## src/common/spi_proto_pkg.sv

```systemverilog
`default_nettype none

package spi_proto_pkg;

  // command byte, first byte of every frame
  localparam logic [7:0] cmd_write = 8'h00; // data bytes are written
  localparam logic [7:0] cmd_read  = 8'h01; // data bytes are read back on miso

  // byte address carried after the command
  localparam int addr_bits  = 32;
  localparam int addr_bytes = 4; // msb first

  // pin synchronizer depth in front of the edge detect
  localparam int sync_stages = 2;

endpackage

`default_nettype wire

```

## src/common/mem_map_pkg.sv

```systemverilog
`default_nettype none

package mem_map_pkg;

  // region code sits in byte address bits 31:24
  localparam logic [7:0] region_mem  = 8'h00; // word memory
  localparam logic [7:0] region_ctrl = 8'hFF; // control register

  // anything else reads as 0x00 and ignores writes

  // word memory geometry
  localparam int word_bits      = 16;
  localparam int word_addr_bits = 10; // 1024 words, byte address bits 10:1

  // cycles from mem_re to valid mem_rdata
  localparam int read_latency = 2;

endpackage

`default_nettype wire

```

## src/source/byte_word_bridge.sv

```systemverilog
`timescale 1ns/1ns
`default_nettype none

module byte_word_bridge
  import spi_proto_pkg::*;
  import mem_map_pkg::*;
(
  input  wire                       clk,
  input  wire                       rst,
  input  wire                       rd,
  input  wire                       wr,
  input  wire [addr_bits-1:0]       addr,
  input  wire [7:0]                 wdata,
  input  wire [word_bits-1:0]       mem_rdata,
  output logic [7:0]                rdata,
  output logic                      mem_we,
  output logic                      mem_re,
  output logic [word_addr_bits-1:0] mem_addr,
  output logic [word_bits-1:0]      mem_wdata,
  output logic [7:0]                control
);

  logic [7:0] region;
  logic is_mem;
  logic is_ctrl;
  logic [7:0] hold;      // even byte waiting for its odd partner
  logic [7:0] rd_region; // region of the read in flight
  logic rd_odd;

  assign region  = addr[addr_bits-1 -: 8];
  assign is_mem  = (region == region_mem);
  assign is_ctrl = (region == region_ctrl);

  always_ff @(posedge clk)
  begin
    if (rst)
    begin
      mem_we    <= 1'b0;
      mem_re    <= 1'b0;
      hold      <= 8'h00;
      control   <= 8'h00;
      rd_region <= 8'h00;
      rd_odd    <= 1'b0;
    end
    else
    begin
      mem_we <= 1'b0;
      mem_re <= 1'b0;
      if (wr && is_mem)
      begin
        if (addr[0])
          mem_we <= 1'b1; // odd byte completes the word
        else
          hold <= wdata;
      end
      if (wr && is_ctrl)
        control <= wdata;
      if (rd)
      begin
        rd_region <= region;
        rd_odd    <= addr[0];
        mem_re    <= is_mem;
      end
    end
  end

  always_ff @(posedge clk)
  begin
    if ((wr || rd) && is_mem)
      mem_addr <= addr[word_addr_bits:1];
    if (wr && is_mem && addr[0])
      mem_wdata <= {hold, wdata}; // even byte is the high half
  end

  // read byte select, valid read_latency cycles after mem_re
  always_comb
  begin
    if (rd_region == region_mem)
    begin
      if (rd_odd)
        rdata = mem_rdata[7:0];
      else
        rdata = mem_rdata[word_bits-1 -: 8];
    end
    else if (rd_region == region_ctrl)
      rdata = control;
    else
      rdata = 8'h00; // unmapped region
  end

  a_we_re_excl: assert property (@(posedge clk) disable iff (rst) !(mem_we && mem_re));

endmodule

`default_nettype wire

```

## config.mk

```make
export PLATFORM = sky130hd
export DESIGN_NAME = byte_word_bridge
export DESIGN_NICKNAME = d
export VERILOG_FILES = /design/src/common/spi_proto_pkg.sv /design/src/common/mem_map_pkg.sv /design/src/source/byte_word_bridge.sv
export SDC_FILE = /design/constraint.sdc
export NUM_CORES = 1
export LEC_CHECK = 0
export BUFFER_PORTS_ARGS = -buffer_cell sky130_fd_sc_hd__buf_2
export CAP_MARGIN = 20
export CORE_MARGIN = 2
export CORE_UTILIZATION = 40
export CTS_BUF_LIST = sky130_fd_sc_hd__clkbuf_16
export DETAILED_ROUTE_END_ITERATION = 8
export PLACE_DENSITY = 0.81
export SKIP_LAST_GASP = 1
export SYNTH_ARGS = -nofsm -noshare
export SYNTH_HDL_FRONTEND = slang
export SYNTH_SLANG_ARGS = --single-unit
```

## constraint.sdc

```tcl
create_clock -name clk -period 1.6 [get_ports clk]
set_input_delay 0.08 -clock clk [delete_from_list [all_inputs] [get_ports clk]]
set_output_delay 0.08 -clock clk [all_outputs]
set_load 0.01 [all_outputs]
```

==> metrics.cfg, run 1 <==
[run_status]
status = complete, no violations

[yosys]
synth.yosys.warnings = 0
syn_avg_cell_area_um2 = 13.4
synth.distinct_cells = 17
yosysSeqAreaShare_pct = 64.3
syn_inst = 153
syn_area_mm2 = 0.00205
synth_seq_cells = 53
syn_nets = 213

[critical_path]
worstPathArrival_ns = 1.49
critPathKind = reg -> out
cp.buffers_inverters = 2
critPathMaxFanout = 8
crit_slowest_cell = dfxtp_1
path_cells = nand4_1 > nor2_1 > buf_4 > o2bb2ai_1 > buf_2
cp-startpoint = rd_region[1]
start_kind = register
r2r-start = rd_odd
cp.required_ns = 1.52
endpoint_kind = output pin
rrSetupSlack_ns = 0.77
slowest_delay_ns = 0.41
path_delay_family = flip-flops

[final_layout]
drive_above_1_share_pct = 43.5
antenna-diode-count = 0
final_cell_area_mm2 = 0.00305
nets = 328
area_delta_synth_final_pct = 48.4

[placement]
gp_congestion = 0.744
port_buffers = 90
post_dp_cell_area_mm2 = 0.00262
dp_hpwl_um = 3180

[clock_network]
root_buffer = clkbuf_16
post_cts_buffers = 0
clk_pin_slew_worst_paths_ns = 0.06
cts_buffers = 5
clkSinkCount = 53
clk_latency_ns = 0.29
tritoncts = done
max-clock-path-buffers = 2
htreeDepth = 2

[die]
die_h_um = 75.7
start_util_pct = 40.7
io_pins = 104
die_x_um = 75.7
die_area_mm2 = 0.00573
core_area_mm2 = 0.00504
num_rows = 26

[route]
drt_wl_total_um = 4680
drtAntennaViolNets = 0
wire_per_inst_um = 13.8
drt_iter0_drc = 85
routed-via-count = 1603
routed_via_density = 4.73
firstDrtPassIters = 4
drc = 0

[grt]
overflow = 0
grt_pass1_vias = 1477
grt.total_usage_pct = 16.7
grt_max_degree = 36
grt_antenna_before_repair = 0
grt_pass1_wl_um = 6910

[hold_path]
min_from = addr[28]
hold_path.class = in -> reg

[power]
peakVddDrop_mv = 0.551
p_leak_nw = 1.36
powerDensity_mw_per_mm2 = 954

[timing]
timing.hold.ws_ns = 0.0613
fin_skew_ns = 0.00441
max_freq_mhz = 639
slew_viol_final = 0
relSlewSlack_pct = 66.6
fin_crit_sh_pct = 97.8
worst_pin_slew_ns = 0.501
finalSetupViolCount = 0
period_needed_ns = 1.57
timing.final.hold_violations = 0

[job]
drv_cap = 0

==> Yosys cell counts <==
cell type  count  area [um2]
o2bb2ai_1      8        70.1
nand3_1        1        5.00
nor3_4         1        16.3
edfxtp_1      26         781
clkbuf_1       3        11.3
mux2i_1       33         330
buf_6          1        11.3
dfxtp_1       27         541
buf_2          2        10.0
nor3_1         1        5.00
nor4_1         4        25.0
nor3b_1        1        7.51
nand4_1        3        18.8
nand4b_1       1        8.76
nand2_1        4        15.0
nand2b_1      24         150
nor2_1        13        48.8
==> sequential cells by signal, summed over array words and instances, names as in the netlist <==
register / flops
mem_re: 1
mem_we: 1
hold: 8
rd_region: 8
mem_addr: 10
mem_wdata: 16
control: 8
rd_odd: 1
==> area by class of cell <==
| cell class | count | area (um2) |
|---|---|---|
| clock inverter | 3 | 45.0 |
| tap | 70 | 87.6 |
| multi-input combinational | 94 | 778 |
| clock buffer | 5 | 125 |
| sequential | 53 | 1320 |
| fill | 403 | 1990 |
| timing repair buffer | 114 | 688 |
==> power breakdown <==
part	switching, mW	internal, mW	total [mW]
Clock	0.458	0.741	1.20
Combinational	0.112	0.140	0.252
Sequential	0.0235	1.43	1.46
==> worst min-delay path, stage by stage <==
cell	delay [ns]
buf_2	0.10
mux2i_1	0.06
nor2_1	0.07
==> through the flow <==
step           setup WS (ns)  util, %  total power, mW  instances  setup TNS, ns
2_1_floorplan          0.177        -             1.57        153              0
3_3_place_gp           0.163     52.0             1.67        313              0
3_5_place_dp           0.156     52.0             1.67        313              0
4_1_cts              0.00126     59.1             2.92        339              0
5_1_grt              -0.0207     60.4             3.01        339        -0.0777
6_report              0.0344     60.4             2.91        339              0
==> cell usage in the layout (no fill, tap or decap), drive strengths merged <==
cell         count
nor4             4
nand4            3
clkbuf           5
mux2i           33
nand4b           1
nand3            1
nor3b            1
bufinv           1
nand2b          24
inv              1
dlygate4sd3     18
o2bb2ai          8
nand2            4
nor2            13
clkinv           1
edfxtp          26
buf             96
nor3             2
dfxtp           27
==> final timing paths <==
check                  end  cells after the start
min reg2reg  mem_wdata[13]                      0
max               rdata[1]                      5
max reg2reg         rd_odd                      2
min           rd_region[4]                      3
==> metal layers <==
| layer | wire length [um] | vias up | part of all wire [%] | track usage (%) |
|---|---|---|---|---|
| met5 | 0 | - | 0 | 0 |
| met4 | 58 | 0 | 1.2 | 5.85 |
| met3 | 220 | 6 | 4.7 | 4.37 |
| met2 | 2370 | 56 | 51 | 28.7 |
| met1 | 2030 | 755 | 43 | 20.3 |
| li1 | - | 786 | - | - |
==> cells by family after synthesis <==
| kind of cell | Yosys count | share of synthesized area, % |
|---|---|---|
| compound gates | 8 | 3.41 |
| buf+inv | 6 | 1.58 |
| flops | 53 | 64.3 |
| mux | 33 | 16.1 |
| simple gates | 53 | 14.6 |
==> what timing repair did <==
| item | CTS | global route |
|---|---|---|
| hold buffers | 18 | 0 |
| endpoints found under the setup margin | 8 | 8 |
| gates resized for setup | 2 | 12 |
| endpoints found under the hold margin | 18 | 0 |
| pin swaps | 0 | 7 |
Note: power is estimated with default switching activity, not from simulation.
==> run 2: changes to the inputs <==
--- a/config.mk
+++ b/config.mk
@@ -7,11 +7,13 @@
 export LEC_CHECK = 0
 export BUFFER_PORTS_ARGS = -buffer_cell sky130_fd_sc_hd__buf_2
 export CAP_MARGIN = 20
+export CELL_PAD_IN_SITES_DETAIL_PLACEMENT = 0
+export CELL_PAD_IN_SITES_GLOBAL_PLACEMENT = 1
 export CORE_MARGIN = 2
-export CORE_UTILIZATION = 40
+export CORE_UTILIZATION = 31
 export CTS_BUF_LIST = sky130_fd_sc_hd__clkbuf_16
 export DETAILED_ROUTE_END_ITERATION = 8
-export PLACE_DENSITY = 0.81
+export PLACE_DENSITY = 0.83
 export SKIP_LAST_GASP = 1
 export SYNTH_ARGS = -nofsm -noshare
 export SYNTH_HDL_FRONTEND = slang
==> run 2 against run 1 <==
Global-route usage decreased by 3.4 points. Sequential power about the same. Core utilization decreased by 13 points. Flip-flop and latch count unchanged. Sequential share of layout area decreased by 0.22 points. Power decreased by 4.1%. Final area increased by 0.41%. Clock skew decreased by 0.0041 ns. Die area increased by 27%. Via count decreased by 1.9%. First-iteration DRC count decreased by 19%. Critical endpoint is now rdata[5]. Largest cell class unchanged.
==> metrics.cfg, run 2 (synthesis results as in run 1) <==
[run_status]
status = complete, no violations

[timing]
fin_skew_ns = 0.000315
relSlewSlack_pct = 65.5
rsz0062_at_grt = false
timing.hold.ws_ns = 0.0598
period_needed_ns = 1.53
final.setup.tns_ns = 0
fin_crit_sh_pct = 95.7
timing.final.hold_violations = 0
worst_pin_slew_ns = 0.517
max_freq_mhz = 653
slew_viol_final = 0
timing.final.ws_setup_ns = 0.0684
finalSetupViolCount = 0

[clock_network]
root_buffer = clkbuf_16
post_cts_buffers = 0
htreeDepth = 2
clkSinkCount = 53
max-clock-path-buffers = 2
clk_latency_ns = 0.29
tritoncts = done
clk_pin_slew_worst_paths_ns = 0.07
cts_buffers = 5

[hold_path]
holdPathStages = 3
min_from = addr[28]
holdPathEnd = rd_region[4]
hold_path.class = in -> reg

[route]
routed-wl-met3_um = 269
routed_via_density = 4.50
drc = 0
dr_wl_met2_um = 2410
wire_per_inst_um = 14.0
routed-via-count = 1572
drt_wl_total_um = 4890
m1WireLength_um = 2140
firstDrtPassIters = 4
dr.max_layer_used = met4
drtAntennaViolNets = 0
drt_iter0_drc = 69

[final_layout]
n_fill_cell = 597
largest_register = mem_wdata
nets = 331
reg_top3 = mem_wdata x16, mem_addr x10
antenna-diode-count = 0
largest_reg_flops = 16
drive_above_1_share_pct = 44.1
utilization_pct = 47.9
mostFrequentLayoutCells = buf_2 (90), mux2i_1 (33), dfxtp_1 (26), edfxtp_1 (26), nand2b_1 (24)
layout_commonest_cell = buf_2
area_delta_synth_final_pct = 49.0

[critical_path]
r2r-end = rd_odd
cp.required_ns = 1.52
worstPathArrival_ns = 1.45
critPathMaxFanout = 8
endpoint_kind = output pin
start_kind = register
worstRegToRegCells = 3
r2r-start = rd_odd
rrSetupSlack_ns = 0.75
critPathKind = reg -> out

[placement]
dp_slack_ns = 0.166
gp_congestion = 0.713
port_buffers = 90
dp_hpwl_um = 3490

[power]
clkPwrFrac_pct = 38.6
powerDensity_mw_per_mm2 = 911
switchingPower_mw = 0.624
swShare_pct = 22.4
p_total_mw = 2.79
pwr-share-seq_pct = 52.1
p_leak_nw = 1.36
power_frac_comb_pct = 9.4
peakVddDrop_mv = 0.561
p_int_mw = 2.16

[die]
die_h_um = 85.4
num_rows = 29
io_pins = 104
core_area_mm2 = 0.00639
die_area_mm2 = 0.00729
die_x_um = 85.4
start_util_pct = 32.2

[grt]
grt_antenna_before_repair = 0
grt_pass1_wl_um = 7520
grt_pass1_vias = 1513
grt.total_usage_pct = 13.3
overflow = 0
grt_max_degree = 36

[job]
drv_cap = 0

==> run 2: critical path, cell delays in order (launching register included) <==
cell and delay [ns]:
dfxtp_1 0.35, nor4_4 0.33, nand2_4 0.17, o2bb2ai_2 0.16, buf_2 0.15
==> run 2: layout make-up <==
type | instances | area [um2] | area share, %
sequential | 53 | 1320 | 43.2
multi-input combinational | 94 | 781 | 25.5
timing repair buffer | 117 | 711 | 23.2
clock buffer | 5 | 125 | 4.09
tap | 77 | 96.3 | 3.15
clock inverter | 3 | 25.0 | 0.818
==> run 2: power groups by stage <==
stage	sequential, mW	combinational, mW	clock, mW
after global routing	1.45	0.285	1.14
after detailed placement	1.47	0.207	0
final	1.45	0.261	1.08
after CTS	1.45	0.248	1.10
after global placement	1.47	0.204	0
after floorplan	1.47	0.101	0
==> run 2: per-layer routing <==
| metal | vias to the layer above | global-route usage, % |
|---|---|---|
| met2 | 46 | 21.8 |
| met4 | 0 | 4.47 |
| li1 | 794 | - |
| met3 | 7 | 2.92 |
| met5 | - | 0 |
| met1 | 725 | 17.4 |
==> run 2: worst max-delay path by stage <==
stage                     to          from  depth (start not counted)
2_1_floorplan   mem_wdata[0]      addr[31]                          3
5_1_grt             rdata[1]  rd_region[0]                          5
4_1_cts             rdata[5]  rd_region[2]                          4
3_5_place_dp    mem_wdata[2]      addr[27]                          5
6_report            rdata[5]  rd_region[2]                          4
3_3_place_gp   mem_wdata[15]      addr[27]                          5
==> run 2: repair_timing <==
| item | CTS | global route |
|---|---|---|
| resized for setup | 4 | 10 |
| pin swaps | 2 | 6 |
| endpoints found under the hold margin | 18 | 0 |
| setup endpoints to repair | 8 | 8 |
| hold buffers | 18 | 0 |
| gates cloned | 0 | 0 |
==> run 2: metrics by stage <==
| stage | area, um2 | instances |
|---|---|---|
| after CTS | 3000 | 349 |
| after floorplan | 2060 | 153 |
| after detailed placement | 2650 | 323 |
| final | 3060 | 349 |
| after global routing | 3060 | 349 |
| after global placement | 2650 | 323 |
