## src/common/spi_proto_pkg.sv

```systemverilog
`default_nettype none

package spi_proto_pkg;

  // command byte, first byte of every frame
  localparam logic [7:0] cmd_write = 8'h00; // data bytes are written
  localparam logic [7:0] cmd_read  = 8'h01; // data bytes are read back on miso

  // byte address carried after the command
  localparam int addr_bits  = 32;
  localparam int addr_bytes = 4; // msb first

  // pin synchronizer depth in front of the edge detect
  localparam int sync_stages = 2;

endpackage

`default_nettype wire

```

## src/spi_slave/spi_rw_slave.sv

```systemverilog
`timescale 1ns/1ns
`default_nettype none

module spi_rw_slave
  import spi_proto_pkg::*;
(
  input  wire                  clk,
  input  wire                  rst,
  input  wire                  csn,
  input  wire                  sclk,
  input  wire                  mosi,
  input  wire [7:0]            rdata,
  output logic                 miso,
  output logic                 rd,
  output logic                 wr,
  output logic [addr_bits-1:0] addr,
  output logic [7:0]           wdata
);

  typedef enum logic [1:0] {st_cmd, st_addr, st_data} state_t;

  logic [sync_stages-1:0] csn_sync;
  logic [sync_stages-1:0] sclk_sync;
  logic [sync_stages-1:0] mosi_sync;
  logic csn_s;
  logic sclk_s;
  logic mosi_s;
  logic sclk_prev;
  logic rise;
  logic fall;
  logic byte_done;
  state_t state;
  logic [2:0] bit_cnt;
  logic [2:0] byte_cnt; // address bytes seen
  logic is_read;
  logic is_write;
  logic load_pending; // next falling edge loads rdata
  logic [7:0] shift_in;
  logic [7:0] shift_out;
  logic [7:0] rx_byte;

  assign csn_s  = csn_sync[sync_stages-1];
  assign sclk_s = sclk_sync[sync_stages-1];
  assign mosi_s = mosi_sync[sync_stages-1];

  assign rise      = sclk_s & ~sclk_prev;
  assign fall      = ~sclk_s & sclk_prev;
  assign byte_done = rise & ~csn_s & (bit_cnt == 3'd7);
  assign rx_byte   = {shift_in[6:0], mosi_s};

  // drop miso as soon as the pin deasserts
  assign miso = ~(csn | csn_s) & shift_out[7];

  always_ff @(posedge clk)
  begin
    if (rst)
    begin
      csn_sync     <= '1;
      sclk_sync    <= '0;
      mosi_sync    <= '0;
      sclk_prev    <= 1'b0;
      state        <= st_cmd;
      bit_cnt      <= 3'd0;
      byte_cnt     <= 3'd0;
      is_read      <= 1'b0;
      is_write     <= 1'b0;
      load_pending <= 1'b0;
      shift_out    <= 8'h00;
      rd           <= 1'b0;
      wr           <= 1'b0;
    end
    else
    begin
      csn_sync  <= {csn_sync[sync_stages-2:0], csn};
      sclk_sync <= {sclk_sync[sync_stages-2:0], sclk};
      mosi_sync <= {mosi_sync[sync_stages-2:0], mosi};
      sclk_prev <= sclk_s;
      rd <= 1'b0;
      wr <= 1'b0;
      if (csn_s)
      begin
        // frame over so any partial byte is thrown away
        state        <= st_cmd;
        bit_cnt      <= 3'd0;
        byte_cnt     <= 3'd0;
        load_pending <= 1'b0;
        shift_out    <= 8'h00;
      end
      else
      begin
        if (rise)
          bit_cnt <= bit_cnt + 3'd1;
        if (byte_done)
        begin
          case (state)
            st_cmd:
            begin
              is_read  <= (rx_byte == cmd_read);
              is_write <= (rx_byte == cmd_write);
              byte_cnt <= 3'd0;
              state    <= st_addr;
            end
            st_addr:
            begin
              byte_cnt <= byte_cnt + 3'd1;
              if (byte_cnt == 3'(addr_bytes - 1))
              begin
                state        <= st_data;
                rd           <= is_read; // fetch first byte
                load_pending <= is_read;
              end
            end
            st_data:
            begin
              wr           <= is_write;
              rd           <= is_read; // prefetch next byte
              load_pending <= is_read;
            end
            default: state <= st_cmd;
          endcase
        end
        if (fall)
        begin
          if (load_pending)
          begin
            shift_out    <= rdata;
            load_pending <= 1'b0;
          end
          else
            shift_out <= {shift_out[6:0], 1'b0};
        end
      end
    end
  end

  always_ff @(posedge clk)
  begin
    if (rise && !csn_s)
      shift_in <= rx_byte;
    if (byte_done && state == st_addr)
      addr <= {addr[addr_bits-9:0], rx_byte}; // msb first
    else if (byte_done && state == st_data && is_read)
      addr <= addr + addr_bits'(1);
    else if (wr)
      addr <= addr + addr_bits'(1); // after the bridge took this byte
    if (byte_done && state == st_data)
      wdata <= rx_byte;
  end

  a_rd_wr_excl: assert property (@(posedge clk) disable iff (rst) !(rd && wr));
  a_no_wr_idle: assert property (@(posedge clk) disable iff (rst) csn_s |-> !wr);

endmodule

`default_nettype wire

```

## config.mk

```make
export PLATFORM = sky130hd
export DESIGN_NAME = spi_rw_slave
export DESIGN_NICKNAME = d
export VERILOG_FILES = /design/src/common/spi_proto_pkg.sv /design/src/spi_slave/spi_rw_slave.sv
export SDC_FILE = /design/constraint.sdc
export NUM_CORES = 1
export LEC_CHECK = 0
export ABC_AREA = 1
export ABC_CLOCK_PERIOD_IN_PS = 3700
export BUFFER_PORTS_ARGS = -buffer_cell sky130_fd_sc_hd__buf_2
export CAP_MARGIN = 40
export CORE_AREA = 3 3 99 101
export DETAILED_ROUTE_END_ITERATION = 10
export DIE_AREA = 0 0 102 104
export GPL_ROUTABILITY_DRIVEN = 0
export GPL_TIMING_DRIVEN = 0
export HOLD_SLACK_MARGIN = 0.06
export PLACE_DENSITY_LB_ADDON = 0.05
export SKIP_LAST_GASP = 1
export SLEW_MARGIN = 20
export SYNTH_ARGS = -nofsm -noshare
export SYNTH_HDL_FRONTEND = slang
export SYNTH_SLANG_ARGS = --single-unit
```

## constraint.sdc

```tcl
create_clock -name clk -period 3.7 [get_ports clk]
set_clock_uncertainty 0.05 [all_clocks]
set_input_delay 0.185 -clock clk [delete_from_list [all_inputs] [get_ports clk]]
set_output_delay 0.185 -clock clk [all_outputs]
set_load 0.01 [all_outputs]
```

==> results of run 1 <==
-- worst max-delay path: stages (launching register included) --
cell and delay, ns:
dfxtp_1 0.37, nand2_2 0.14, nor2_4 0.27, nand2_4 0.13
nor2_1 0.60, a21oi_1 0.19, nand2_2 0.32, buf_16 0.22
-- synthesized netlist by cell type (5+ instances only) --
master,count
nand2_1,180
nor2_1,61
edfxtp_1,47
inv_1,46
dfxtp_1,28
a21oi_1,24
o21ai_0,24
nand3_1,23
xor2_1,13
ha_1,8
nor2_4,7
nand2_4,5
-- routing by layer --
metal	global-route usage (%)	vias up	wire, µm
li1	-	1766	-
met1	26.6	1532	4490
met4	5.81	0	158
met5	0	-	0
met3	4.63	11	478
met2	30.4	83	4500
-- state kept, by name, indices dropped and copies added (netlist names) --
register,count
mosi_sync,2
is_read,1
bit_cnt,3
shift_in,7
rd,1
wr,1
shift_out,8
state,2
byte_cnt,3
addr,32
wdata,8
csn_sync,2
is_write,1
sclk_sync,2
sclk_prev,1
load_pending,1
-- power by group --
group / leakage [nW] / internal (mW) / switching, mW / total [mW]
Clock: 0.0924 / 0.316 / 0.331 / 0.647
Combinational: 1.38 / 0.0177 / 0.0126 / 0.0303
Sequential: 0.650 / 0.881 / 0.00260 / 0.884
-- area by class of cell --
cell class | count | area (µm²)
Sequential cell | 75 | 1970
Buffer | 9 | 50.0
Fill cell | 893 | 4310
Inverter | 47 | 176
Clock inverter | 7 | 76.3
Clock buffer | 9 | 124
Timing Repair Buffer | 69 | 438
Multi-Input combinational cell | 371 | 1830
Tap cell | 111 | 139
-- per-stage QoR --
step | instance area, µm² | utilization (%)
finish | 4800 | 52.7
detailed placement | 4460 | 49.0
CTS | 4800 | 52.7
global route | 4800 | 52.7
floorplan | 4020 | -
global placement | 4430 | 48.7
-- worst max path at each step --
stage / from / to / cells after the start
global route: sclk_prev$_SDFF_PP0_ / addr[7]$_DFFE_PP_ / 8
CTS: sclk_sync[1]$_SDFF_PP0_ / addr[7]$_DFFE_PP_ / 7
floorplan: sclk_sync[1]$_SDFF_PP0_ / addr[0]$_DFFE_PP_ / 6
finish: sclk_sync[1]$_SDFF_PP0_ / addr[4]$_DFFE_PP_ / 7
detailed placement: sclk_sync[1]$_SDFF_PP0_ / addr[27]$_DFFE_PP_ / 7
global placement: sclk_sync[1]$_SDFF_PP0_ / addr[26]$_DFFE_PP_ / 6
-- what timing repair did --
item | in CTS | in global routing
setup endpoints to repair | 0 | 0
hold endpoints to repair | 13 | 0
gates resized for setup | 0 | 0
hold buffers | 14 | 0
-- kinds of logic (layout without fill, tap and decap cells) --
kind of cell | after synthesis | count (layout) | share of synthesized area, %
AOI/OAI and AO/OA | 54 | 54 | 6.87
xor gates and xnor gates | 13 | 13 | 2.83
adders and majority gates | 8 | 8 | 2.49
buffers and inverters | 56 | 141 | 5.63
DFF | 75 | 75 | 49.0
and+or+nand+nor | 296 | 296 | 33.2
==> results by group, run 1 <==
STA
  • Setup TNS: 0 ns
  • Slew HR: between 40% and 50%
  • Final hold vios: 0
  • Unrepaired setup endpoints after global routing: no
  • Max Slew Vio Count: 0
  • Crit path time final: between 2 and 3 ns
  • Max Freq: 385 MHz
  • Slew of the pin with the lowest slew margin: roughly 0.76 ns
  • Final WS setup: about 1.1 ns
  • Fin crit share: between 70% and 80%
  • WHS: between 0.3 and 0.4 ns
  • Endpoints failing setup: 0

Setup path
  • R2r endpoint: addr[4]$_DFFE_PP_
  • Setup slack, reg-to-reg: around 1.1 ns
  • Worst r2r src: sclk_sync[1]$_SDFF_PP0_
  • Critical Path Start Type: register
  • Crit-path max FO: 22
  • Worst-case reg-to-reg path depth: 7
  • Critical Path RT: between 3 and 4 ns
  • CP Data Arrival Time: around 2.6 ns
  • Critical Path End Type: register
  • CP Class: reg2reg

Floorplanning
  • Die span in y: about 100 µm
  • I/O pin cnt: 56
  • Initial core utilization: approximately 44%
  • Die Area: around 11000 µm²
  • Core Area: about 9000 µm²
  • Row cnt: 35
  • Die W: 102 µm

Global routing
  • Vias in the first global route: 3309
  • Global-route wire length before repair: 16.3 mm
  • Largest net degree at the start of global routing: 23
  • GR Util All Layers: about a fifth
  • GR Overflow Total: 0
  • Antenna violations before repair: 0

Synthesis
  • Synth top area share: about a third
  • #FFs+latches synth: 75
  • Syn_nets: around 520
  • Mapped Cells: ~500
  • Post-synth EDFFs: 47
  • Synth cell types: 29
  • Yosys top cell by area: edfxtp_1
  • Avg Inst Size Synth: 8.01 µm²
  • Ranking of synthesized cells by area: edfxtp_1 (35%), nand2_1 (17%), dfxtp_1 (14%)
  • FFs w/ async S/R, synth: 0%
  • Mapped Area: a little over 4000 µm²
  • Seq/Total Area, Yosys: approximately 49%
  • Synth Warn #: 0
  • Synth Flop Type: edfxtp_1

Clock network
  • Worst-Skew Late Latency: about 0.35 ns
  • Root Buffer: clkbuf_8
  • H-tree depth: 3
  • Postcts setup bufs: 0
  • Clock Path Buffers: 2
  • Clock sink count: 75
  • Clk pin slew, worst setup/hold paths: 0.08 ns
  • CTS tree: yes
  • CTS Buf Count: 9

Final layout
  • Ant diodes: 0
  • Layout area overhead: 19.4%
  • Commonest non-fill, non-tap cell in the layout: nand2_1
  • Commonest cells after routing, fill and taps aside: nand2_1 (179), nor2_1 (61), buf_2 (58)
  • Fin cells: 698
  • Share of layout cells above drive strength 1: 18.1%
  • Nets: around 600

Hold path
  • Worst hold endpoint: sclk_sync[1]$_SDFF_PP0_
  • Hold path startpoint: sclk_sync[0]$_SDFF_PP0_
  • Hold path depth: 2
  • Hold crit path type: reg2reg

Routing
  • DRC: 0
  • DR iter-0 viols: 180
  • First drt pass iteration count: 4
  • Routed WL: between 9 and 10 mm
  • Antenna viol nets, final: 0
  • Vias/cell: around 4.9
  • Wire per inst: about 14 µm
  • Vias: 3392

Placed design
  • Port Buffers: 54
  • Post-Place Cells: 668
  • Dpl ws: between 1 and 1.5 ns
  • HPWL after detailed placement: about 7.0 mm

Flow run
  • Maxcap violations: 0

Status
  • Outcome: finished clean

Power
  • Pwr/cell area: 325 nW/µm²
  • Pleak: 2.12 nW
  • Worst ir drop on vdd: about 0.25 mV
  • Design Power: approximately 1.6 mW
Power figures use the tool's default switching activity.
==> run 2: changes to the inputs <==
Settings changed: ABC_CLOCK_PERIOD_IN_PS 3700 to 2500.
Clock period 3.7 ns to 2.5 ns, I/O delays scaled along.
==> results by group, run 2 (synthesis gave the netlist of run 1 again) <==
Clock network
  • Clock Path Buffers: 2 (unchanged)
  • Clk pin slew, worst setup/hold paths: 0.08 ns (about the same)
  • Clock sink count: 75 (unchanged)
  • Root Buffer: clkbuf_8
  • CTS tree: yes
  • Worst-Skew Late Latency: 0.34 ns (about the same)
  • Postcts setup bufs: 0 (unchanged)
  • CTS Buf Count: 9 (unchanged)
  • H-tree depth: 3 (unchanged)

Floorplanning
  • Die span in y: 104 µm (unchanged)
  • Die Area: 10600 µm² (unchanged)
  • Die W: 102 µm (unchanged)
  • Row cnt: 35 (unchanged)
  • I/O pin cnt: 56 (unchanged)
  • Initial core utilization: 44.2% (unchanged)
  • Core Area: 9110 µm² (unchanged)

Global routing
  • M3 GR Usage: 3.76% (-0.87 points)
  • Largest net degree at the start of global routing: 33 (+43%)
  • Global-route wire length before repair: 16.1 mm (-1.3%)
  • GR Util met1: 25.0% (-1.7 points)
  • Met2 usage: 32.2% (+1.8 points)
  • GR Util All Layers: 19.1% (-0.37 points)
  • Most used routing layer: met2
  • Antenna violations before repair: 0 (unchanged)
  • Vias in the first global route: 3286 (-0.70%)
  • GR Overflow Total: 0 (unchanged)

Final layout
  • Layout area overhead: 20.6%
  • Commonest cells after routing, fill and taps aside: nand2_1 (179), nor2_1 (60), buf_2 (58)
  • Fin cells: 697 (-0.14%)
  • Total area of sequential cells: 1970 µm² (unchanged)
  • Most flops, register: addr
  • Regs by FF count: addr (32), shift_out (8), wdata (8)
  • Commonest non-fill, non-tap cell in the layout: nand2_1
  • Largest register FFs: 32 (unchanged)
  • Share of layout cells above drive strength 1: 17.9% (-0.14 points)
  • Ant diodes: 0 (unchanged)
  • Multi-input logic area: 1840 µm² (+0.68%)
  • Fill count: 894 (+0.11%)
  • Nets: 602 (-0.17%)

STA
  • Unrepaired setup endpoints after global routing: no
  • Fin crit share: 92.5% (+22 points)
  • Slew of the pin with the lowest slew margin: 0.568 ns (-0.196 ns)
  • Slew HR: 62.0% (+13 points)
  • Max Slew Vio Count: 0 (unchanged)
  • Max Freq: 433 MHz (+12%)
  • Crit path time final: 2.31 ns (-0.285 ns)
  • Final hold vios: 0 (unchanged)
  • Endpoints failing setup: 0 (unchanged)

Power
  • Worst ir drop on vdd: 0.276 mV (+11%)
  • Pleak: 2.15 nW (+1.3%)
  • Pwr/cell area: 533 nW/µm² (+64%)
  • Design Power: 2.59 mW (+66%)

Placed design
  • HPWL after detailed placement: 7.08 mm (+0.59%)
  • Port Buffers: 54 (unchanged)
  • Post-Place Cells: 667 (-0.15%)

Flow run
  • Maxcap violations: 0 (unchanged)

Setup path
  • Critical Path Start Type: register
  • Critical Path RT: 2.44 ns (-1.27 ns)
  • CP Data Arrival Time: 2.25 ns (-0.35 ns)
  • Crit-path max FO: 32 (+45%)
  • Setup slack, reg-to-reg: 0.19 ns (-0.92 ns)
  • CP Class: reg2reg
  • Critical Path End Type: register

Routing
  • First drt pass iteration count: 5 (+1)
  • Vias/cell: 4.89 (+0.59%)
  • Wire per inst: 13.9 µm (+1.0%)
  • DRC: 0 (unchanged)
  • Antenna viol nets, final: 0 (unchanged)
  • DR iter-0 viols: 158 (-12%)
  • Routed WL: 9.71 mm (+0.87%)
  • Vias: 3407 (+0.44%)

Status
  • Outcome: finished clean

Hold path
  • Hold crit path type: reg2reg
## run 2: cell count changes in the layout (fill, tap and decap cells not counted)
| cell | previous run | this run |
|---|---|---|
| nand2_2 | 5 | 4 |
| nor2_1 | 61 | 60 |
| clkinvlp_4 | 2 | 0 |
| inv_6 | 2 | 0 |
| clkinvlp_2 | 1 | 0 |
| buf_16 | 1 | 0 |
| nand2_4 | 5 | 6 |
| clkbuf_1 | 2 | 3 |
| bufinv_16 | 1 | 4 |
| clkinv_4 | 1 | 2 |
| nor2_4 | 7 | 8 |
## run 2: path summary, 6_finish.rpt
kind | cells after the start | startpoint | endpoint
setup / recovery | 7 | bit_cnt[0]$_SDFFE_PP0N_ | addr[1]$_DFFE_PP_
hold / removal | 2 | mosi_sync[0]$_SDFF_PP0_ | mosi_sync[1]$_SDFF_PP0_
setup reg to reg | 7 | bit_cnt[0]$_SDFFE_PP0N_ | addr[1]$_DFFE_PP_
hold reg to reg | 2 | mosi_sync[0]$_SDFF_PP0_ | mosi_sync[1]$_SDFF_PP0_
## run 2: routing by layer
layer | routed length, µm | up-vias
met3 | 394 | 7
met1 | 4430 | 1568
met2 | 4790 | 70
met5 | 0 | -
met4 | 90 | 0
li1 | - | 1762
## run 2: what timing repair did
item                                   in CTS  in global routing
endpoints found under the hold margin      14                  0
resized for setup                           2                  1
setup endpoints to repair                  32                 32
hold buffers                               14                  0
## run 2: critical path: stages (launching register included)
cell and delay, ns:
dfxtp_1 0.36, ha_1 0.16, ha_1 0.21, inv_1 0.10, nor3_4 0.20, nand2_1 0.20
buf_2 0.28, nand2_4 0.40
## run 2: power by group
part           internal (mW)  leakage [nW]  switching (mW)
registers               1.30         0.650         0.00402
clock network          0.768         0.131           0.466
logic                 0.0262          1.37          0.0188
## run 2: layout make-up
| type | count | area share [%] |
|---|---|---|
| Buffer | 9 | 1.03 |
| Clock buffer | 10 | 2.63 |
| Clock inverter | 6 | 2.84 |
| Inverter | 47 | 3.64 |
| Multi-Input combinational cell | 371 | 37.9 |
| Sequential cell | 75 | 40.6 |
| Tap cell | 111 | 2.86 |
| Timing Repair Buffer | 68 | 8.46 |
## run 2: metrics by stage
| step | cell area (µm²) | TNS, ns | setup WS [ns] | hold WS (ns) | utilization, % |
|---|---|---|---|---|---|
| after floorplan | 4030 | 0 | 0.239 | 0.179 | - |
| after CTS | 4850 | 0 | 0.0412 | 0.358 | 53.2 |
| after global placement | 4430 | -11.89 | -0.374 | 0.277 | 48.7 |
| after global routing | 4850 | 0 | 0.0177 | 0.366 | 53.3 |
| final | 4850 | 0 | 0.188 | 0.355 | 53.3 |
| after detailed placement | 4430 | -12.49 | -0.391 | 0.285 | 48.7 |
